`config.mk`:
```
export PLATFORM = sky130hd
export DESIGN_NAME = fpuCtrl
export DESIGN_NICKNAME = d
export VERILOG_FILES = /design/src/source/fpuIsaPkg.sv /design/src/source/fpuCtrlPkg.sv /design/src/source/fpuCtrlIf.sv /design/src/source/fpuInstrDecode.sv /design/src/source/fpuOperandEnable.sv /design/src/source/fpuCtrlPipe.sv /design/src/source/fpuCtrl.sv
export SDC_FILE = /design/constraint.sdc
export NUM_CORES = 1
export LEC_CHECK = 0
export ABC_CLOCK_PERIOD_IN_PS = 2600
export BUFFER_PORTS_ARGS = -buffer_cell sky130_fd_sc_hd__buf_2
export CORE_UTILIZATION = 40
export DETAILED_ROUTE_END_ITERATION = 12
export PLACE_DENSITY = 0.66
export SLEW_MARGIN = 10
export SYNTH_ARGS = -nofsm -noshare
export SYNTH_HDL_FRONTEND = slang
export SYNTH_SLANG_ARGS = --single-unit
export TNS_END_PERCENT = 30
```
`constraint.sdc`:
```
create_clock -name clk -period 2.6 [get_ports clk]
set_clock_uncertainty 0.2 [all_clocks]
set_input_delay 0 -clock clk [delete_from_list [all_inputs] [get_ports clk]]
set_output_delay 0 -clock clk [all_outputs]
set_load 0.02 [all_outputs]
```
`src/source/fpuIsaPkg.sv`:
```
`default_nettype none

package fpuIsaPkg;

  typedef logic [31:0] instrT;  // full instruction word
  typedef logic [6:0]  opcodeT; // major opcode, bits 6:0
  typedef logic [2:0]  funct3T; // bits 14:12, width or rounding mode
  typedef logic [6:0]  funct7T; // bits 31:25, funct5 plus format
  typedef logic [4:0]  regAdrT; // register address or rs2 sub-opcode

  ////////////////////////////////////////////////////////////
  // major opcodes
  ////////////////////////////////////////////////////////////
  localparam opcodeT opFLoad  = 7'b0000111; // flw, fld
  localparam opcodeT opFStore = 7'b0100111; // fsw, fsd
  localparam opcodeT opFmadd  = 7'b1000011;
  localparam opcodeT opFmsub  = 7'b1000111;
  localparam opcodeT opFnmsub = 7'b1001011;
  localparam opcodeT opFnmadd = 7'b1001111;
  localparam opcodeT opFpOp   = 7'b1010011; // everything else

  // funct7[6:2] groups under opFpOp
  localparam logic [4:0] f5Add      = 5'b00000;
  localparam logic [4:0] f5Sub      = 5'b00001;
  localparam logic [4:0] f5Mul      = 5'b00010;
  localparam logic [4:0] f5Div      = 5'b00011;
  localparam logic [4:0] f5Sqrt     = 5'b01011;
  localparam logic [4:0] f5Sgnj     = 5'b00100;
  localparam logic [4:0] f5MinMax   = 5'b00101;
  localparam logic [4:0] f5Cmp      = 5'b10100;
  localparam logic [4:0] f5ClassMvX = 5'b11100; // fclass, fmv.x.*
  localparam logic [4:0] f5MvToFp   = 5'b11110; // fmv.*.x
  localparam logic [4:0] f5CvtFp    = 5'b01000; // fcvt between fp formats
  localparam logic [4:0] f5CvtToFp  = 5'b11010; // int -> fp
  localparam logic [4:0] f5CvtToInt = 5'b11000; // fp -> int

  // memory width in funct3
  localparam funct3T f3Word   = 3'b010;
  localparam funct3T f3Double = 3'b011;

  localparam logic [1:0] fmtSingle = 2'b00; // fmt field codes
  localparam logic [1:0] fmtDouble = 2'b01;

  localparam funct3T     frmDynamic = 3'b111; // take fcsr.frm
  localparam logic [1:0] fsOff      = 2'b00;  // mstatus.FS, unit disabled

endpackage

`default_nettype wire

```
`src/source/fpuCtrlPkg.sv`:
```
`default_nettype none

package fpuCtrlPkg;

  typedef logic [1:0] resSelT;  // final result select
  typedef logic [1:0] postSelT; // post-processing select
  typedef logic [2:0] opCtrlT;  // per-unit operation code
  typedef logic [2:0] frmT;     // rounding mode
  typedef logic       fmtT;     // 0 single, 1 double

  ////////////////////////////////////////////////////////////
  // result select
  //        fp        int
  //   00   other     cmp
  //   01   postproc  cvt
  //   10   store     class
  //   11   -         mv
  ////////////////////////////////////////////////////////////
  localparam resSelT resOther = 2'b00;
  localparam resSelT resPost  = 2'b01;
  localparam resSelT resStore = 2'b10;
  localparam resSelT resMove  = 2'b11;

  // post-processing unit source
  localparam postSelT postCvt = 2'b00;
  localparam postSelT postDiv = 2'b01;
  localparam postSelT postFma = 2'b10;

  // opCtrl in the "other" group that means int -> fp move
  localparam opCtrlT opMvToFp = 3'b011;

  localparam fmtT fmtSp = 1'b0;
  localparam fmtT fmtDp = 1'b1;

  ////////////////////////////////////////////////////////////
  // decode table word
  // {regWrite, writeInt, resSel, postSel, opCtrl, divStart, illegal, cvtInt}
  ////////////////////////////////////////////////////////////
  localparam int decWordW = 12;

  typedef logic [decWordW-1:0] decWordT;

  // nothing written, nothing started
  localparam decWordT decWordIllegal = 12'b0_0_00_00_000_0_1_0;

endpackage

`default_nettype wire

```
`src/source/fpuCtrlIf.sv`:
```
`default_nettype none

// one stage worth of FPU control
interface fpuCtrlIf import fpuCtrlPkg::*; ();

  logic    regWrite; // fp register file write
  logic    writeInt; // result goes to integer file
  resSelT  resSel;
  postSelT postSel;
  opCtrlT  opCtrl;
  frmT     frm;
  fmtT     fmt;
  logic    cvtInt;   // fp -> int convert
  logic    divStart; // kick off div/sqrt
  logic    xEn;      // source operand X used
  logic    yEn;
  logic    zEn;

  modport src (
    output regWrite, writeInt, resSel, postSel, opCtrl, frm, fmt,
           cvtInt, divStart, xEn, yEn, zEn
  );

  modport dst (
    input regWrite, writeInt, resSel, postSel, opCtrl, frm, fmt,
          cvtInt, divStart, xEn, yEn, zEn
  );

endinterface

`default_nettype wire

```
`src/source/fpuInstrDecode.sv`:
```
`default_nettype none

module fpuInstrDecode import fpuIsaPkg::*, fpuCtrlPkg::*; (
  input  instrT      instr,    // instruction in decode
  input  logic [1:0] statusFs, // mstatus.FS
  input  frmT        frmReg,   // fcsr rounding mode
  output logic       illegal,  // not a legal FP instruction
  fpuCtrlIf.src      ctrl      // decoded control, enables excluded
);

  opcodeT     opcode;
  funct3T     funct3;
  funct7T     funct7;
  regAdrT     rs2;          // sub-opcode for cvt, sqrt, class, mv
  logic [1:0] fmtField;     // funct7[1:0]
  logic [1:0] fmtCode;      // format after the special cases
  logic       supportedFmt; // single or double only
  logic       memOp;        // load or store
  logic       fpCvt;        // fcvt between fp formats
  decWordT    word;

  // field split
  assign opcode   = instr[6:0];
  assign funct3   = instr[14:12];
  assign funct7   = instr[31:25];
  assign rs2      = instr[24:20];
  assign fmtField = funct7[1:0];

  assign supportedFmt = (fmtField == fmtSingle) | (fmtField == fmtDouble);
  assign memOp        = (opcode == opFLoad) | (opcode == opFStore);
  assign fpCvt        = (opcode == opFpOp) & (funct7[6:2] == f5CvtFp);

  ////////////////////////////////////////////////////////////
  // decode table
  // {regWrite, writeInt, resSel, postSel, opCtrl, divStart, illegal, cvtInt}
  ////////////////////////////////////////////////////////////
  always_comb begin
    word = decWordIllegal; // unmatched encodings fall through to this
    // fpu off, or half/quad format on a non-memory op
    if (statusFs != fsOff && (memOp || supportedFmt)) begin
      case (opcode)
        opFLoad:
          if (funct3 == f3Word || funct3 == f3Double)
            word = 12'b1_0_10_00_000_0_0_0; // flw / fld
        opFStore:
          if (funct3 == f3Word || funct3 == f3Double)
            word = 12'b0_0_10_00_000_0_0_0; // fsw / fsd
        opFmadd:  word = 12'b1_0_01_10_000_0_0_0;
        opFmsub:  word = 12'b1_0_01_10_001_0_0_0;
        opFnmsub: word = 12'b1_0_01_10_010_0_0_0;
        opFnmadd: word = 12'b1_0_01_10_011_0_0_0;
        opFpOp:
          case (funct7[6:2])
            f5Add: word = 12'b1_0_01_10_110_0_0_0; // fma unit, z is addend
            f5Sub: word = 12'b1_0_01_10_111_0_0_0;
            f5Mul: word = 12'b1_0_01_10_100_0_0_0;
            f5Div: word = 12'b1_0_01_01_000_1_0_0; // iterative divider
            f5Sqrt:
              if (rs2 == '0) word = 12'b1_0_01_01_001_1_0_0;
            f5Sgnj:
              case (funct3)
                3'b000:  word = 12'b1_0_00_00_000_0_0_0; // fsgnj
                3'b001:  word = 12'b1_0_00_00_001_0_0_0; // fsgnjn
                3'b010:  word = 12'b1_0_00_00_010_0_0_0; // fsgnjx
                default: word = decWordIllegal;
              endcase
            f5MinMax:
              case (funct3)
                3'b000:  word = 12'b1_0_00_00_110_0_0_0; // fmin
                3'b001:  word = 12'b1_0_00_00_101_0_0_0; // fmax
                default: word = decWordIllegal;
              endcase
            f5Cmp:
              case (funct3)
                3'b010:  word = 12'b0_1_00_00_010_0_0_0; // feq
                3'b001:  word = 12'b0_1_00_00_001_0_0_0; // flt
                3'b000:  word = 12'b0_1_00_00_011_0_0_0; // fle
                default: word = decWordIllegal;
              endcase
            f5ClassMvX:
              if (rs2 == '0 && funct3 == 3'b001) begin
                word = 12'b0_1_10_00_000_0_0_0;          // fclass
              end else if (rs2 == '0 && funct3 == 3'b000) begin
                word = 12'b0_1_11_00_000_0_0_0;          // fmv.x.w / fmv.x.d
              end
            f5MvToFp:
              if (rs2 == '0 && funct3 == 3'b000)
                word = 12'b1_0_00_00_011_0_0_0;          // fmv.w.x / fmv.d.x
            f5CvtFp:
              // destination in funct7, source in rs2, must differ
              if (fmtField == fmtSingle && rs2 == 5'b00001) begin
                word = 12'b1_0_01_00_000_0_0_0;          // fcvt.s.d
              end else if (fmtField == fmtDouble && rs2 == 5'b00000) begin
                word = 12'b1_0_01_00_001_0_0_0;          // fcvt.d.s
              end
            f5CvtToFp:
              // opCtrl {int to fp, 64-bit, signed}
              case (rs2)
                5'b00000: word = 12'b1_0_01_00_101_0_0_0; // from w
                5'b00001: word = 12'b1_0_01_00_100_0_0_0; // from wu
                5'b00010: word = 12'b1_0_01_00_111_0_0_0; // from l
                5'b00011: word = 12'b1_0_01_00_110_0_0_0; // from lu
                default:  word = decWordIllegal;
              endcase
            f5CvtToInt:
              case (rs2)
                5'b00000: word = 12'b0_1_01_00_001_0_0_1; // to w
                5'b00001: word = 12'b0_1_01_00_000_0_0_1; // to wu
                5'b00010: word = 12'b0_1_01_00_011_0_0_1; // to l
                5'b00011: word = 12'b0_1_01_00_010_0_0_1; // to lu
                default:  word = decWordIllegal;
              endcase
            default: word = decWordIllegal;
          endcase
        default: word = decWordIllegal;
      endcase
    end
  end

  assign {ctrl.regWrite, ctrl.writeInt, ctrl.resSel, ctrl.postSel, ctrl.opCtrl,
          ctrl.divStart, illegal, ctrl.cvtInt} = word;

  // 111 picks the dynamic mode from fcsr
  assign ctrl.frm = (funct3 == frmDynamic) ? frmReg : funct3;

  ////////////////////////////////////////////////////////////
  // format
  ////////////////////////////////////////////////////////////
  // memory ops carry width in funct3, fp-fp cvt works in the source format
  assign fmtCode = memOp ? ((funct3 == f3Double) ? fmtDouble : fmtSingle) :
                   fpCvt ? rs2[1:0] :
                           fmtField;

  assign ctrl.fmt = (fmtCode == fmtDouble) ? fmtDp : fmtSp;

endmodule

`default_nettype wire

```
`src/source/fpuOperandEnable.sv`:
```
`default_nettype none

// source operand enables, used for hazard checks and special-case masking
module fpuOperandEnable import fpuCtrlPkg::*; (
  fpuCtrlIf.dst dec, // decoded word
  fpuCtrlIf.src en   // only xEn, yEn, zEn driven here
);

  logic loadStore;  // resStore with no int result
  logic classOp;
  logic mvToFp;     // int -> fp move, lives in the "other" group
  logic cvtOp;      // any convert
  logic sqrtOp;

  assign loadStore = (dec.resSel == resStore) & ~dec.writeInt;
  assign classOp   = (dec.resSel == resStore) & dec.writeInt;
  assign mvToFp    = (dec.resSel == resOther) & dec.regWrite & (dec.opCtrl == opMvToFp);
  assign cvtOp     = (dec.resSel == resPost) & (dec.postSel == postCvt);
  assign sqrtOp    = (dec.resSel == resPost) & (dec.postSel == postDiv) & dec.opCtrl[0];

  // x unused by loads, stores, int -> fp moves and converts
  assign en.xEn = ~(loadStore | mvToFp | (cvtOp & dec.opCtrl[2]));

  // stores still read y for the store data
  assign en.yEn = ~((loadStore & dec.regWrite) | classOp | mvToFp |
                    (dec.resSel == resMove) | cvtOp | sqrtOp);

  // fma group plus add/sub, mul has no addend
  assign en.zEn = (dec.resSel == resPost) & (dec.postSel == postFma) &
                  (~dec.opCtrl[2] | dec.opCtrl[1]);

endmodule

`default_nettype wire

```
`src/source/fpuCtrlPipe.sv`:
```
`default_nettype none

module fpuCtrlPipe import fpuCtrlPkg::*; (
  input  logic    clk,
  input  logic    arstN,
  input  logic    stallE, stallM, stallW,
  input  logic    flushE, flushM, flushW,
  input  logic    fDivBusyE,  // divider still working
  fpuCtrlIf.dst   dec,        // decode stage control
  output logic    regWriteE, regWriteM, regWriteW,
  output logic    writeIntE, writeIntM,
  output resSelT  resSelE, resSelM, resSelW,
  output postSelT postSelE, postSelM,
  output opCtrlT  opCtrlE, opCtrlM,
  output frmT     frmM,
  output fmtT     fmtE, fmtM,
  output logic    cvtIntE, cvtIntW,
  output logic    xEnE, yEnE, zEnE,
  output logic    fDivStartE,
  output logic    fpLoadStoreM
);

  frmT  frmE;    // only needed from M on
  logic cvtIntM;

  ////////////////////////////////////////////////////////////
  // D/E
  ////////////////////////////////////////////////////////////
  always_ff @(posedge clk or negedge arstN) begin
    if (!arstN) begin
      {regWriteE, writeIntE, resSelE, postSelE, opCtrlE} <= '0;
      {frmE, fmtE, cvtIntE, xEnE, yEnE, zEnE}            <= '0;
    end else if (flushE) begin // flush wins over stall
      {regWriteE, writeIntE, resSelE, postSelE, opCtrlE} <= '0;
      {frmE, fmtE, cvtIntE, xEnE, yEnE, zEnE}            <= '0;
    end else if (!stallE) begin
      {regWriteE, writeIntE, resSelE, postSelE, opCtrlE} <=
        {dec.regWrite, dec.writeInt, dec.resSel, dec.postSel, dec.opCtrl};
      {frmE, fmtE, cvtIntE, xEnE, yEnE, zEnE} <=
        {dec.frm, dec.fmt, dec.cvtInt, dec.xEn, dec.yEn, dec.zEn};
    end
  end

  // divide start also loads while busy so a pending start survives a stall
  always_ff @(posedge clk or negedge arstN) begin
    if (!arstN)                      fDivStartE <= 1'b0;
    else if (flushE)                 fDivStartE <= 1'b0;
    else if (!stallE || fDivBusyE)   fDivStartE <= dec.divStart;
  end

  ////////////////////////////////////////////////////////////
  // E/M
  ////////////////////////////////////////////////////////////
  always_ff @(posedge clk or negedge arstN) begin
    if (!arstN) begin
      {regWriteM, writeIntM, resSelM, postSelM, opCtrlM, frmM, fmtM, cvtIntM} <= '0;
    end else if (flushM) begin
      {regWriteM, writeIntM, resSelM, postSelM, opCtrlM, frmM, fmtM, cvtIntM} <= '0;
    end else if (!stallM) begin
      {regWriteM, writeIntM, resSelM, postSelM, opCtrlM, frmM, fmtM, cvtIntM} <=
        {regWriteE, writeIntE, resSelE, postSelE, opCtrlE, frmE, fmtE, cvtIntE};
    end
  end

  assign fpLoadStoreM = resSelM[1]; // store/class group, class never writes fp

  ////////////////////////////////////////////////////////////
  // M/W
  ////////////////////////////////////////////////////////////
  always_ff @(posedge clk or negedge arstN) begin
    if (!arstN)       {regWriteW, resSelW, cvtIntW} <= '0;
    else if (flushW)  {regWriteW, resSelW, cvtIntW} <= '0;
    else if (!stallW) {regWriteW, resSelW, cvtIntW} <= {regWriteM, resSelM, cvtIntM};
  end

endmodule

`default_nettype wire

```
`src/source/fpuCtrl.sv`:
```
`default_nettype none

module fpuCtrl import fpuIsaPkg::*, fpuCtrlPkg::*; (
  input  logic       clk,
  input  logic       arstN,
  input  logic       stallE, stallM, stallW,
  input  logic       flushE, flushM, flushW,
  input  logic       fDivBusyE,
  input  instrT      instrD,    // instruction in decode
  input  logic [1:0] statusFs,
  input  frmT        frmReg,
  output logic       illegalD,
  output logic       xEnD, yEnD, zEnD,
  output logic       regWriteE, regWriteM, regWriteW,
  output logic       writeIntE, writeIntM,
  output resSelT     resSelE, resSelM, resSelW,
  output postSelT    postSelE, postSelM,
  output opCtrlT     opCtrlE, opCtrlM,
  output frmT        frmM,
  output fmtT        fmtE, fmtM,
  output logic       cvtIntE, cvtIntW,
  output logic       xEnE, yEnE, zEnE,
  output logic       fDivStartE,
  output logic       fpLoadStoreM
);

  fpuCtrlIf decodeBus (); // full decode stage word
  fpuCtrlIf enableBus (); // copy read by the enable logic

  // mirror of the decoded word
  assign {enableBus.regWrite, enableBus.writeInt, enableBus.resSel, enableBus.postSel} =
         {decodeBus.regWrite, decodeBus.writeInt, decodeBus.resSel, decodeBus.postSel};
  assign {enableBus.opCtrl, enableBus.frm, enableBus.fmt, enableBus.cvtInt} =
         {decodeBus.opCtrl, decodeBus.frm, decodeBus.fmt, decodeBus.cvtInt};
  assign {enableBus.divStart, enableBus.xEn, enableBus.yEn, enableBus.zEn} =
         {decodeBus.divStart, decodeBus.xEn, decodeBus.yEn, decodeBus.zEn};

  // D stage enables straight out
  assign xEnD = decodeBus.xEn;
  assign yEnD = decodeBus.yEn;
  assign zEnD = decodeBus.zEn;

  fpuInstrDecode decode (
    .instr(instrD), .statusFs(statusFs), .frmReg(frmReg),
    .illegal(illegalD), .ctrl(decodeBus.src)
  );

  fpuOperandEnable operandEnable (
    .dec(enableBus.dst), .en(decodeBus.src)
  );

  fpuCtrlPipe pipe (
    .clk(clk), .arstN(arstN),
    .stallE(stallE), .stallM(stallM), .stallW(stallW),
    .flushE(flushE), .flushM(flushM), .flushW(flushW),
    .fDivBusyE(fDivBusyE), .dec(decodeBus.dst),
    .regWriteE(regWriteE), .regWriteM(regWriteM), .regWriteW(regWriteW),
    .writeIntE(writeIntE), .writeIntM(writeIntM),
    .resSelE(resSelE), .resSelM(resSelM), .resSelW(resSelW),
    .postSelE(postSelE), .postSelM(postSelM),
    .opCtrlE(opCtrlE), .opCtrlM(opCtrlM), .frmM(frmM),
    .fmtE(fmtE), .fmtM(fmtM), .cvtIntE(cvtIntE), .cvtIntW(cvtIntW),
    .xEnE(xEnE), .yEnE(yEnE), .zEnE(zEnE),
    .fDivStartE(fDivStartE), .fpLoadStoreM(fpLoadStoreM)
  );

endmodule

`default_nettype wire

```
# == Yosys cells after proc, flatten, opt, wreduce, memory -nomap -nowiden ==
# Index checks and enable logic that the tools add are counted.
# classes
n_eq_ne,37
mux,67
bitwise_logic,26
reduce_logical,17
# ops
cell,n
12-bit one-hot mux with 13 select lines,1
12-bit 2-to-1 mux,7
12-bit one-hot mux with 7 select lines,1
12-bit one-hot mux with 4 select lines,1
11-bit one-hot mux with 4 select lines,1
12-bit one-hot mux with 3 select lines,1
"7-bit equality test, second input constant",5
11-bit one-hot mux with 3 select lines,1
1-bit 2-to-1 mux,30
3-bit 2-to-1 mux,9
"5-bit equality test, second input constant",5
2-bit 2-to-1 mux,12
12-bit one-hot mux with 2 select lines,1
"5-bit by 2-bit equality test with 1-bit output, second input constant",4
1-bit AND,12
11-bit 2-to-1 mux,1
"5-bit by 1-bit equality test with 1-bit output, second input constant",2
"5-bit by 3-bit equality test with 1-bit output, second input constant",2
"5-bit by 4-bit equality test with 1-bit output, second input constant",2
5-bit zero test,2
10-bit 2-to-1 mux,1
1-bit OR,10
"3-bit by 2-bit equality test with 1-bit output, second input constant",3
"2-bit by 1-bit equality test with 1-bit output, second input constant",4
13 further kinds,29
# totals
register_bits,36
in_bits,46
output_inout_bits,37
wordCells,170

# == Longest topological paths before layout ==
# Gate-level depths: netlist of the first run.
# logic_depth
word_depth,18
ltp_mapped,8
ltp_nobuf,7

# == Worst setup path after synthesis of the first run ==
# No wires, ideal clock.
# synth_timing
kind,input to output
startpoint,input port instrD[29]
endpoint,output port yEnD
t_arrival_ns,2.078
required_time_ns,2.400
setup_slack_ns,0.322
cell_stages,8
path_buffers,1
path_cell_list,buf_2 > and2_1 > a211o_1 > a311oi_2 > a21boi_4 > nor3_2 > a32o_2 > a211oi_1
# synth_via
elab_chain_cells,13
word_cells_on_any_way,38
cone_classes,eq/ne (17); mux (3); bitwise (15); reduce/logical (3)
# synth_lines
item,line_no,text
start: declaration,fpuCtrl.sv:9,"input instrT instrD,"
"5-bit equality test, or another cell as far along",fpuInstrDecode.sv:53,case (funct7[6:2])
12-bit one-hot mux with 13 select lines *,fpuInstrDecode.sv:53,
12-bit one-hot mux with 7 select lines *,fpuInstrDecode.sv:41,case (opcode)
12-bit 2-to-1 mux *,fpuInstrDecode.sv:40,if (statusFs != fsOff && (memOp || supportedFmt)) begin
2-bit equality test or 1-bit inverter (tied branches),"fpuOperandEnable.sv:15, fpuOperandEnable.sv:16",
1-bit AND,fpuOperandEnable.sv:15,assign loadStore = (dec.resSel == resStore) & ~dec.writeInt;
1-bit AND,fpuOperandEnable.sv:25,assign en.yEn = ~((loadStore & dec.regWrite) | classOp | mvToFp |
1-bit OR (3 in a row),fpuOperandEnable.sv:25,
1-bit OR,fpuOperandEnable.sv:26,(dec.resSel == resMove) | cvtOp | sqrtOp);
1-bit OR *,fpuOperandEnable.sv:26,
1-bit inverter *,fpuOperandEnable.sv:25,
end: declaration,fpuCtrl.sv:13,"output logic xEnD, yEnD, zEnD,"
# Mark *: on every way between the ends. The rest lies on a longest branch, timed or not.

# == Worst setup path after layout of the first run ==
# layout_timing
startpoint,input port instrD[24]
endpoint,output port yEnD
# layout_via
elab_chain_cells,16
word_cells_on_any_way,41
cone_classes,eq/ne (8); mux (11); bitwise (15); reduce/logical (7)
# layout_lines
item,line_no
5-bit zero test,--
1-bit logical AND (on tied branches),"fpuInstrDecode.sv:93, fpuInstrDecode.sv:83, fpuInstrDecode.sv:87"
12-bit 2-to-1 mux or 11-bit 2-to-1 mux (tied branches),"fpuInstrDecode.sv:93, fpuInstrDecode.sv:83"
12-bit 2-to-1 mux (on tied branches),"fpuInstrDecode.sv:91, fpuInstrDecode.sv:81"
12-bit one-hot mux with 13 select lines *,fpuInstrDecode.sv:53
12-bit one-hot mux with 7 select lines *,fpuInstrDecode.sv:41
12-bit 2-to-1 mux *,fpuInstrDecode.sv:40
2-bit equality test or 1-bit inverter (tied branches),"fpuOperandEnable.sv:15, fpuOperandEnable.sv:16"
1-bit AND,fpuOperandEnable.sv:15
1-bit AND,fpuOperandEnable.sv:25
1-bit OR (3 in a row),fpuOperandEnable.sv:25
1-bit OR,fpuOperandEnable.sv:26
1-bit OR *,fpuOperandEnable.sv:26
1-bit inverter *,fpuOperandEnable.sv:25
# Marked as above.

==> metrics.txt, run 1 <==
status=finished, final reports clean; Post-synth ARST share=1.000; CTS Sinks=36; most frequent cells in the layout=buf_2 (72), nor2_1 (55), dfrtp_1 (36); measured slew at the worst slew-check pin=between 0.7 and 0.8 ns; Fin. Hold Viols=0; crit-path cells=buf_2 -> or3_1 -> nor4_1 -> a211o_1 -> or4b_1 -> nor3_2 -> a32o_2 -> a211oi_1 -> buf_2; die area=0.006275 mm^2; Iter 0 DRT Violations=199; die span in x=79.22 um; Mapped Cells=between 200 and 300; Mapped Nets=320; critical path endpoint category=primary output; Clock power frac=0.384; Synth warnings=0; register area share after synthesis=0.3778; worst-skew pair later-pin latency=0.29 ns; Post-DRT Antenna Nets=0; slowest stage cell on the critical path=nor4_1; share of cells above drive strength 1=0.2801; die outline height=79.22 um; Period minus WS final=2.425 ns; overall routing resource usage=0.2181; leading cell type in the layout, fill and taps excluded=buf_2; RSZ-0062 raised after global routing=false; Routed wire per std cell=14.94 um; Crit Path Class=in2out; met3 routed WL=379 um; fin nets=402; Mean Syn Cell Area=between 8 and 9 um^2; EDFF count, synth=0; I/O Pins=slightly above 80; leakage power=1.481 nW; largest net degree at the start of global routing=37; # port buffers=72; M1 WL=2892 um; CTS tree=yes; worst slew margin relative to its limit=0.4814; Yosys cell types=61; number of global-route vias before repair=2281; Peak Freq=412.3 MHz; Hold Crit Class=in2reg; Comb pwr share=0.156; FP Rows=27; Total Negative Setup Slacks=0 ns; antenna violations before repair=0; first-pass GRT wire length=10840 um; Setup-failing EPs final=0; Met2 Wirelength=3020 um; Buf/Inv on CP=2; H-Tree Depth=2; wirelength, routed=6409 um; Via-to-Cell Ratio=5.657; max-cap violations=0; Detailed Routing Iterations Pass 1=4; core area=approximately 0.0056 mm^2; post-synth top area cell=dfrtp_1; CP Data Required Time=2.40 ns; Worst Path Max Fanout=5; mapped cell area=between 0.002 and 0.0025 mm^2; clock slew at reported path FFs=about 0.070 ns; PostCTS Resize Cnt=0; diode count=0; peak supply drop=358.3 uV; total CTS buffers=5; Vias=around 2.4k; prevailing post-synth register cell=dfrtp_1; CTS root buffer=clkbuf_8; synth-to-layout area growth=27.81%; DP HPWL=4763 um; crit-path most repeated cell=buf_2; Longest Clk Path Bufs=2; Final Cell Area=0.003048 mm^2; CP peak stage delay=0.49 ns; Post-DP Area=between 0.002 and 0.003 mm^2; #FFs+latches synth=36; top cells by area, synth=dfrtp_1 (38%), mux2i_1 (8.8%), nor2_1 (8.7%); CP delay by family, top=simple AND/OR/NAND/NOR gates; residual DRC count=0; pwr dens=407.2 mW/mm^2; grt total ovfl=0; fin crit share=0.9328; Final Max Tran Viols=0; Synth top area share=0.3778; top layer in use=met4; Switch Pwr=0.0003120 W; type of origin of the critical path=primary input; internal power contribution=0.0009291 W; Starting Density=0.4227; CP arrival=around 2.2 ns; gp weighted congestion=0.9627; Flop pwr share=0.461; switching share of power=0.2514
final cells by class:
class | instances | area [um^2]
inverter | 2 | 7.507
clock inverter | 2 | 35.03
clock buffer | 6 | 72.57
tap | 72 | 90.09
sequential | 36 | 900.9
multi-input combinational | 218 | 1386
fill | 522 | 2594
timing repair buffer | 93 | 555.5
path summary, 6_finish.rpt:
path | start | to | slack [ns] | cells past startpoint
min in group asynchronous | arstN | pipe.frmM[2] | 0.13 | 2
max in group asynchronous | arstN | pipe.postSelE[1] | 1.57 | 2
worst min-delay path | stallE | pipe.opCtrlE[1] | 0.02 | 3
worst max register to register | pipe.cvtIntW | pipe.cvtIntW | 1.14 | 3
worst max-delay path | instrD[24] | yEnD | 0.17 | 9
worst min register to register | pipe.xEnE | pipe.xEnE | 0.29 | 2
metal layers:
metal | vias up | global-route usage
li1 | 1168 | -
met1 | 1155 | 0.2898
met2 | 93 | 0.3672
met3 | 11 | 0.03333
met4 | 0 | 0.05818
met5 | - | 0
what timing repair did:
| item | 4_1_cts | 5_1_grt |
|---|---|---|
| hold buffers | 15 | 0 |
| hold endpoints to repair | 70 | 0 |
| setup buffers | 0 | 0 |
cells in the mapped netlist, drive strengths merged, types with 4 or more instances:
| master | instances |
|---|---|
| or2 | 4 |
| nor2b | 5 |
| nand2b | 5 |
| nand3 | 5 |
| nor4 | 8 |
| nand2 | 15 |
| buf | 11 |
| o21ai | 8 |
| nor3 | 8 |
| a211o | 5 |
| mux2i | 21 |
| a21oi | 15 |
| and3 | 5 |
| nor2 | 55 |
| clkbuf | 7 |
| and2 | 4 |
| dfrtp | 36 |
| a211oi | 4 |
| a22oi | 5 |
logic make-up (layout without fill, tap and decap cells):
group,count (synthesis),after routing,synth area share
multiplexers,21,21,0.08814
XOR/XNOR,1,1,0.003673
flip-flops,36,36,0.3778
buffers and inverters,20,103,0.04093
AO/OA/AOI/OAI,60,60,0.1831
AND/OR/NAND/NOR,136,136,0.3064
through the flow:
| stage | setup slack, ns | hold WS, ns | utilization | total power (W) | instances |
|---|---|---|---|---|---|
| 2_1_floorplan | 0.3225 | -0.4956 | - | 0.0006912 | 274 |
| 3_3_place_gp | 0.2506 | -0.08084 | 0.4946 | 0.0007576 | 406 |
| 3_5_place_dp | 0.2342 | -0.08130 | 0.4946 | 0.0007585 | 406 |
| 4_1_cts | 0.2351 | 0.01535 | 0.5403 | 0.001248 | 429 |
| 5_1_grt | 0.0005245 | 0.05309 | 0.5403 | 0.001294 | 429 |
| 6_report | 0.1748 | 0.02041 | 0.5403 | 0.001241 | 429 |
sequential cells by signal (all words and copies together), names as in the netlist, 2 cells and up:
| register | cells |
|---|---|
| pipe.postSelM | 2 |
| pipe.frmE | 3 |
| pipe.opCtrlM | 3 |
| pipe.resSelM | 2 |
| pipe.opCtrlE | 3 |
| pipe.frmM | 3 |
| pipe.resSelW | 2 |
| pipe.postSelE | 2 |
| pipe.resSelE | 2 |
worst reg2reg max path, delay by kind of cell, from the launching register on:
kind / cells / cell delay (ns)
buf+inv: 1 / 0.55
flops: 1 / 0.39
mux: 1 / 0.14
simple gates: 1 / 0.06
power groups by stage:
| stage | sequential [W] | combinational [W] | clock (W) |
|---|---|---|---|
| 2_1_floorplan | 0.000588 | 0.000103 | 0 |
| 3_3_place_gp | 0.000582 | 0.000175 | 0 |
| 3_5_place_dp | 0.000582 | 0.000176 | 0 |
| 4_1_cts | 0.000572 | 0.000192 | 0.000484 |
| 5_1_grt | 0.000572 | 0.000214 | 0.000509 |
| 6_report | 0.000572 | 0.000193 | 0.000476 |
Power figures use the tool's default switching activity.
==> inputs of run 2 (changes only) <==
Settings changed: RECOVER_POWER set to 100.
==> metrics.txt, run 2 (same netlist as run 1, synthesis figures left out) <==
I/O Pins=83 (unchanged); Final Cell Area=0.002990 mm^2 (was 0.003048 mm^2); R2R depth=3 (unchanged); Total Negative Setup Slacks=0 ns (unchanged); type of origin of the critical path=primary input (unchanged); CP delay by family, top=simple AND/OR/NAND/NOR gates (unchanged); status=complete, but fails checks (was finished, final reports clean); clock slew at reported path FFs=0.07 ns (about the same); postcts setup bufs=0 (unchanged); Detailed Routing Iterations Pass 1=4 (unchanged); # port buffers=72 (unchanged); Longest Clk Path Bufs=2 (unchanged); wirelength, routed=6440 um (was 6409 um); measured slew at the worst slew-check pin=1.880 ns (was 0.7778 ns); critical path endpoint category=primary output (unchanged); failing checks=max-capacitance violations, max-slew violations; Buf/Inv on CP=2 (unchanged); Starting Density=0.4227 (unchanged); Setup-failing EPs final=0 (unchanged); DP HPWL=4763 um (unchanged); Crit Path Class=in2out (unchanged); gp weighted congestion=0.9627 (unchanged); antenna violations before repair=0 (unchanged); Routed wire per std cell=15.01 um (was 14.94 um); crit-path cells=clkbuf_1 -> or3_1 -> nor4_1 -> a211o_1 -> or4b_1 -> nor3_2 -> a32o_2 -> a211oi_1 -> buf_2 (was buf_2 -> or3_1 -> nor4_1 -> a211o_1 -> or4b_1 -> nor3_2 -> a32o_2 -> a211oi_1 -> buf_2); die area=0.006275 mm^2 (unchanged); worst slew margin relative to its limit=-0.2531 (was 0.4814); FP Rows=27 (unchanged); first-pass GRT wire length=10840 um (unchanged); die span in x=79.22 um (unchanged); fin nets=402 (unchanged); grt total ovfl=0 (unchanged); Iter 0 DRT Violations=154 (was 199); overall routing resource usage=0.2181 (unchanged); largest net degree at the start of global routing=37 (unchanged); Fin. Hold Viols=0 (unchanged); peak supply drop=351.6 uV (was 358.3 uV); die outline height=79.22 um (unchanged); H-Tree Depth=2 (unchanged); hold path cells=3 (unchanged); number of global-route vias before repair=2281 (unchanged); CP peak stage delay=0.59 ns (was 0.49 ns); Post-DRT Antenna Nets=0 (unchanged); # fillers=553 (was 522); diode count=0 (unchanged); leakage power=1.317 nW (was 1.481 nW); Hold Crit Class=in2reg (unchanged); share of cells above drive strength 1=0.1625 (was 0.2801); residual DRC count=0 (unchanged); synth-to-layout area growth=25.39% (was 27.81%); total CTS buffers=5 (unchanged); GRT met3 Usage=0.03333 (unchanged); final design utilization=0.5301 (was 0.5403); met2 Resource Use GR=0.3672 (unchanged); CTS Sinks=36 (unchanged); leading cell type in the layout, fill and taps excluded=nor2_1 (was buf_2); max-cap violations=1 (was 0); slowest stage cell on the critical path=nor4_1 (unchanged); Worst Path Max Fanout=5 (unchanged); busiest metal layer after global routing=met2 (unchanged); Period minus WS final=2.456 ns (was 2.425 ns); Peak Freq=407.1 MHz (was 412.3 MHz); Via-to-Cell Ratio=5.660 (was 5.657); CTS tree=yes (unchanged); RSZ-0062 raised after global routing=false (unchanged); most frequent cells in the layout=nor2_1 (55), clkbuf_1 (42), dfrtp_1 (36) (was buf_2 (72), nor2_1 (55), dfrtp_1 (36)); Post-DP Area=0.002790 mm^2 (unchanged); pwr dens=413.4 mW/mm^2 (was 407.2 mW/mm^2); Final Max Tran Viols=37 (was 0); core area=0.005642 mm^2 (unchanged); worst-skew pair later-pin latency=0.28 ns (was 0.29 ns); WHS=0.01571 ns (was 0.02041 ns); met1 usage=0.2898 (unchanged); CP arrival=2.26 ns (was 2.23 ns); CTS root buffer=clkbuf_8 (unchanged); Crit. path cell count=9 (unchanged); CP Data Required Time=2.40 ns (about the same); fin crit share=0.9448 (was 0.9328); Vias=2428 (was 2427)
[run 2: worst paths after layout]
path / slack [ns] / from / to
setup / recovery: 0.14 / instrD[24] / yEnD
hold / removal: 0.02 / stallE / pipe.zEnE
setup reg to reg: 1.15 / pipe.cvtIntW / pipe.cvtIntW
hold reg to reg: 0.30 / pipe.xEnE / pipe.xEnE
max in group asynchronous: 0.55 / arstN / pipe.fmtE
min in group asynchronous: 0.58 / arstN / pipe.frmM[2]
[run 2: layout make-up]
class | count | area (um^2) | share of cell area
clock inverter | 2 | 35.03 | 0.01172
clock buffer | 6 | 72.57 | 0.02427
timing repair buffer | 93 | 504.2 | 0.1686
multi-input combinational | 218 | 1380 | 0.4615
tap | 72 | 90.09 | 0.03013
inverter | 2 | 7.507 | 0.002510
sequential | 36 | 900.9 | 0.3013
[run 2: report_power, final]
| group | total, W | switching [W] | internal (W) |
|---|---|---|---|
| registers | 0.000572 | 0.00000445 | 0.000567 |
| clock network | 0.000474 | 0.000190 | 0.000284 |
| logic | 0.000190 | 0.000116 | 0.0000743 |
| total | 0.00124 | 0.000310 | 0.000926 |
[run 2: worst min-delay path, stage by stage]
cell     delay [ns]
buf_2          0.28
nand2_1        0.12
a21oi_1        0.06
[run 2: metrics by stage]
| stage | power (W) | instances | worst slack [ns] |
|---|---|---|---|
| 3_3_place_gp | 0.0007576 | 406 | 0.2506 |
| 2_1_floorplan | 0.0006912 | 274 | 0.3225 |
| 5_1_grt | 0.001291 | 429 | 0.01207 |
| 4_1_cts | 0.001248 | 429 | 0.2351 |
| 3_5_place_dp | 0.0007585 | 406 | 0.2342 |
| 6_report | 0.001236 | 429 | 0.1436 |
[run 2: layer usage]
layer  vias to the layer above  wire, um  part of all wire
met1                      1152      2919              0.45
met4                         0        65             0.010
met3                         6       372             0.058
li1                       1169         -                 -
met5                         -         0                 0
met2                       101      3082              0.48
[run 2: repair_timing]
action | CTS | global route
gates resized for setup | 0 | 0
hold buffers | 15 | 0
endpoints found under the hold margin | 70 | 0
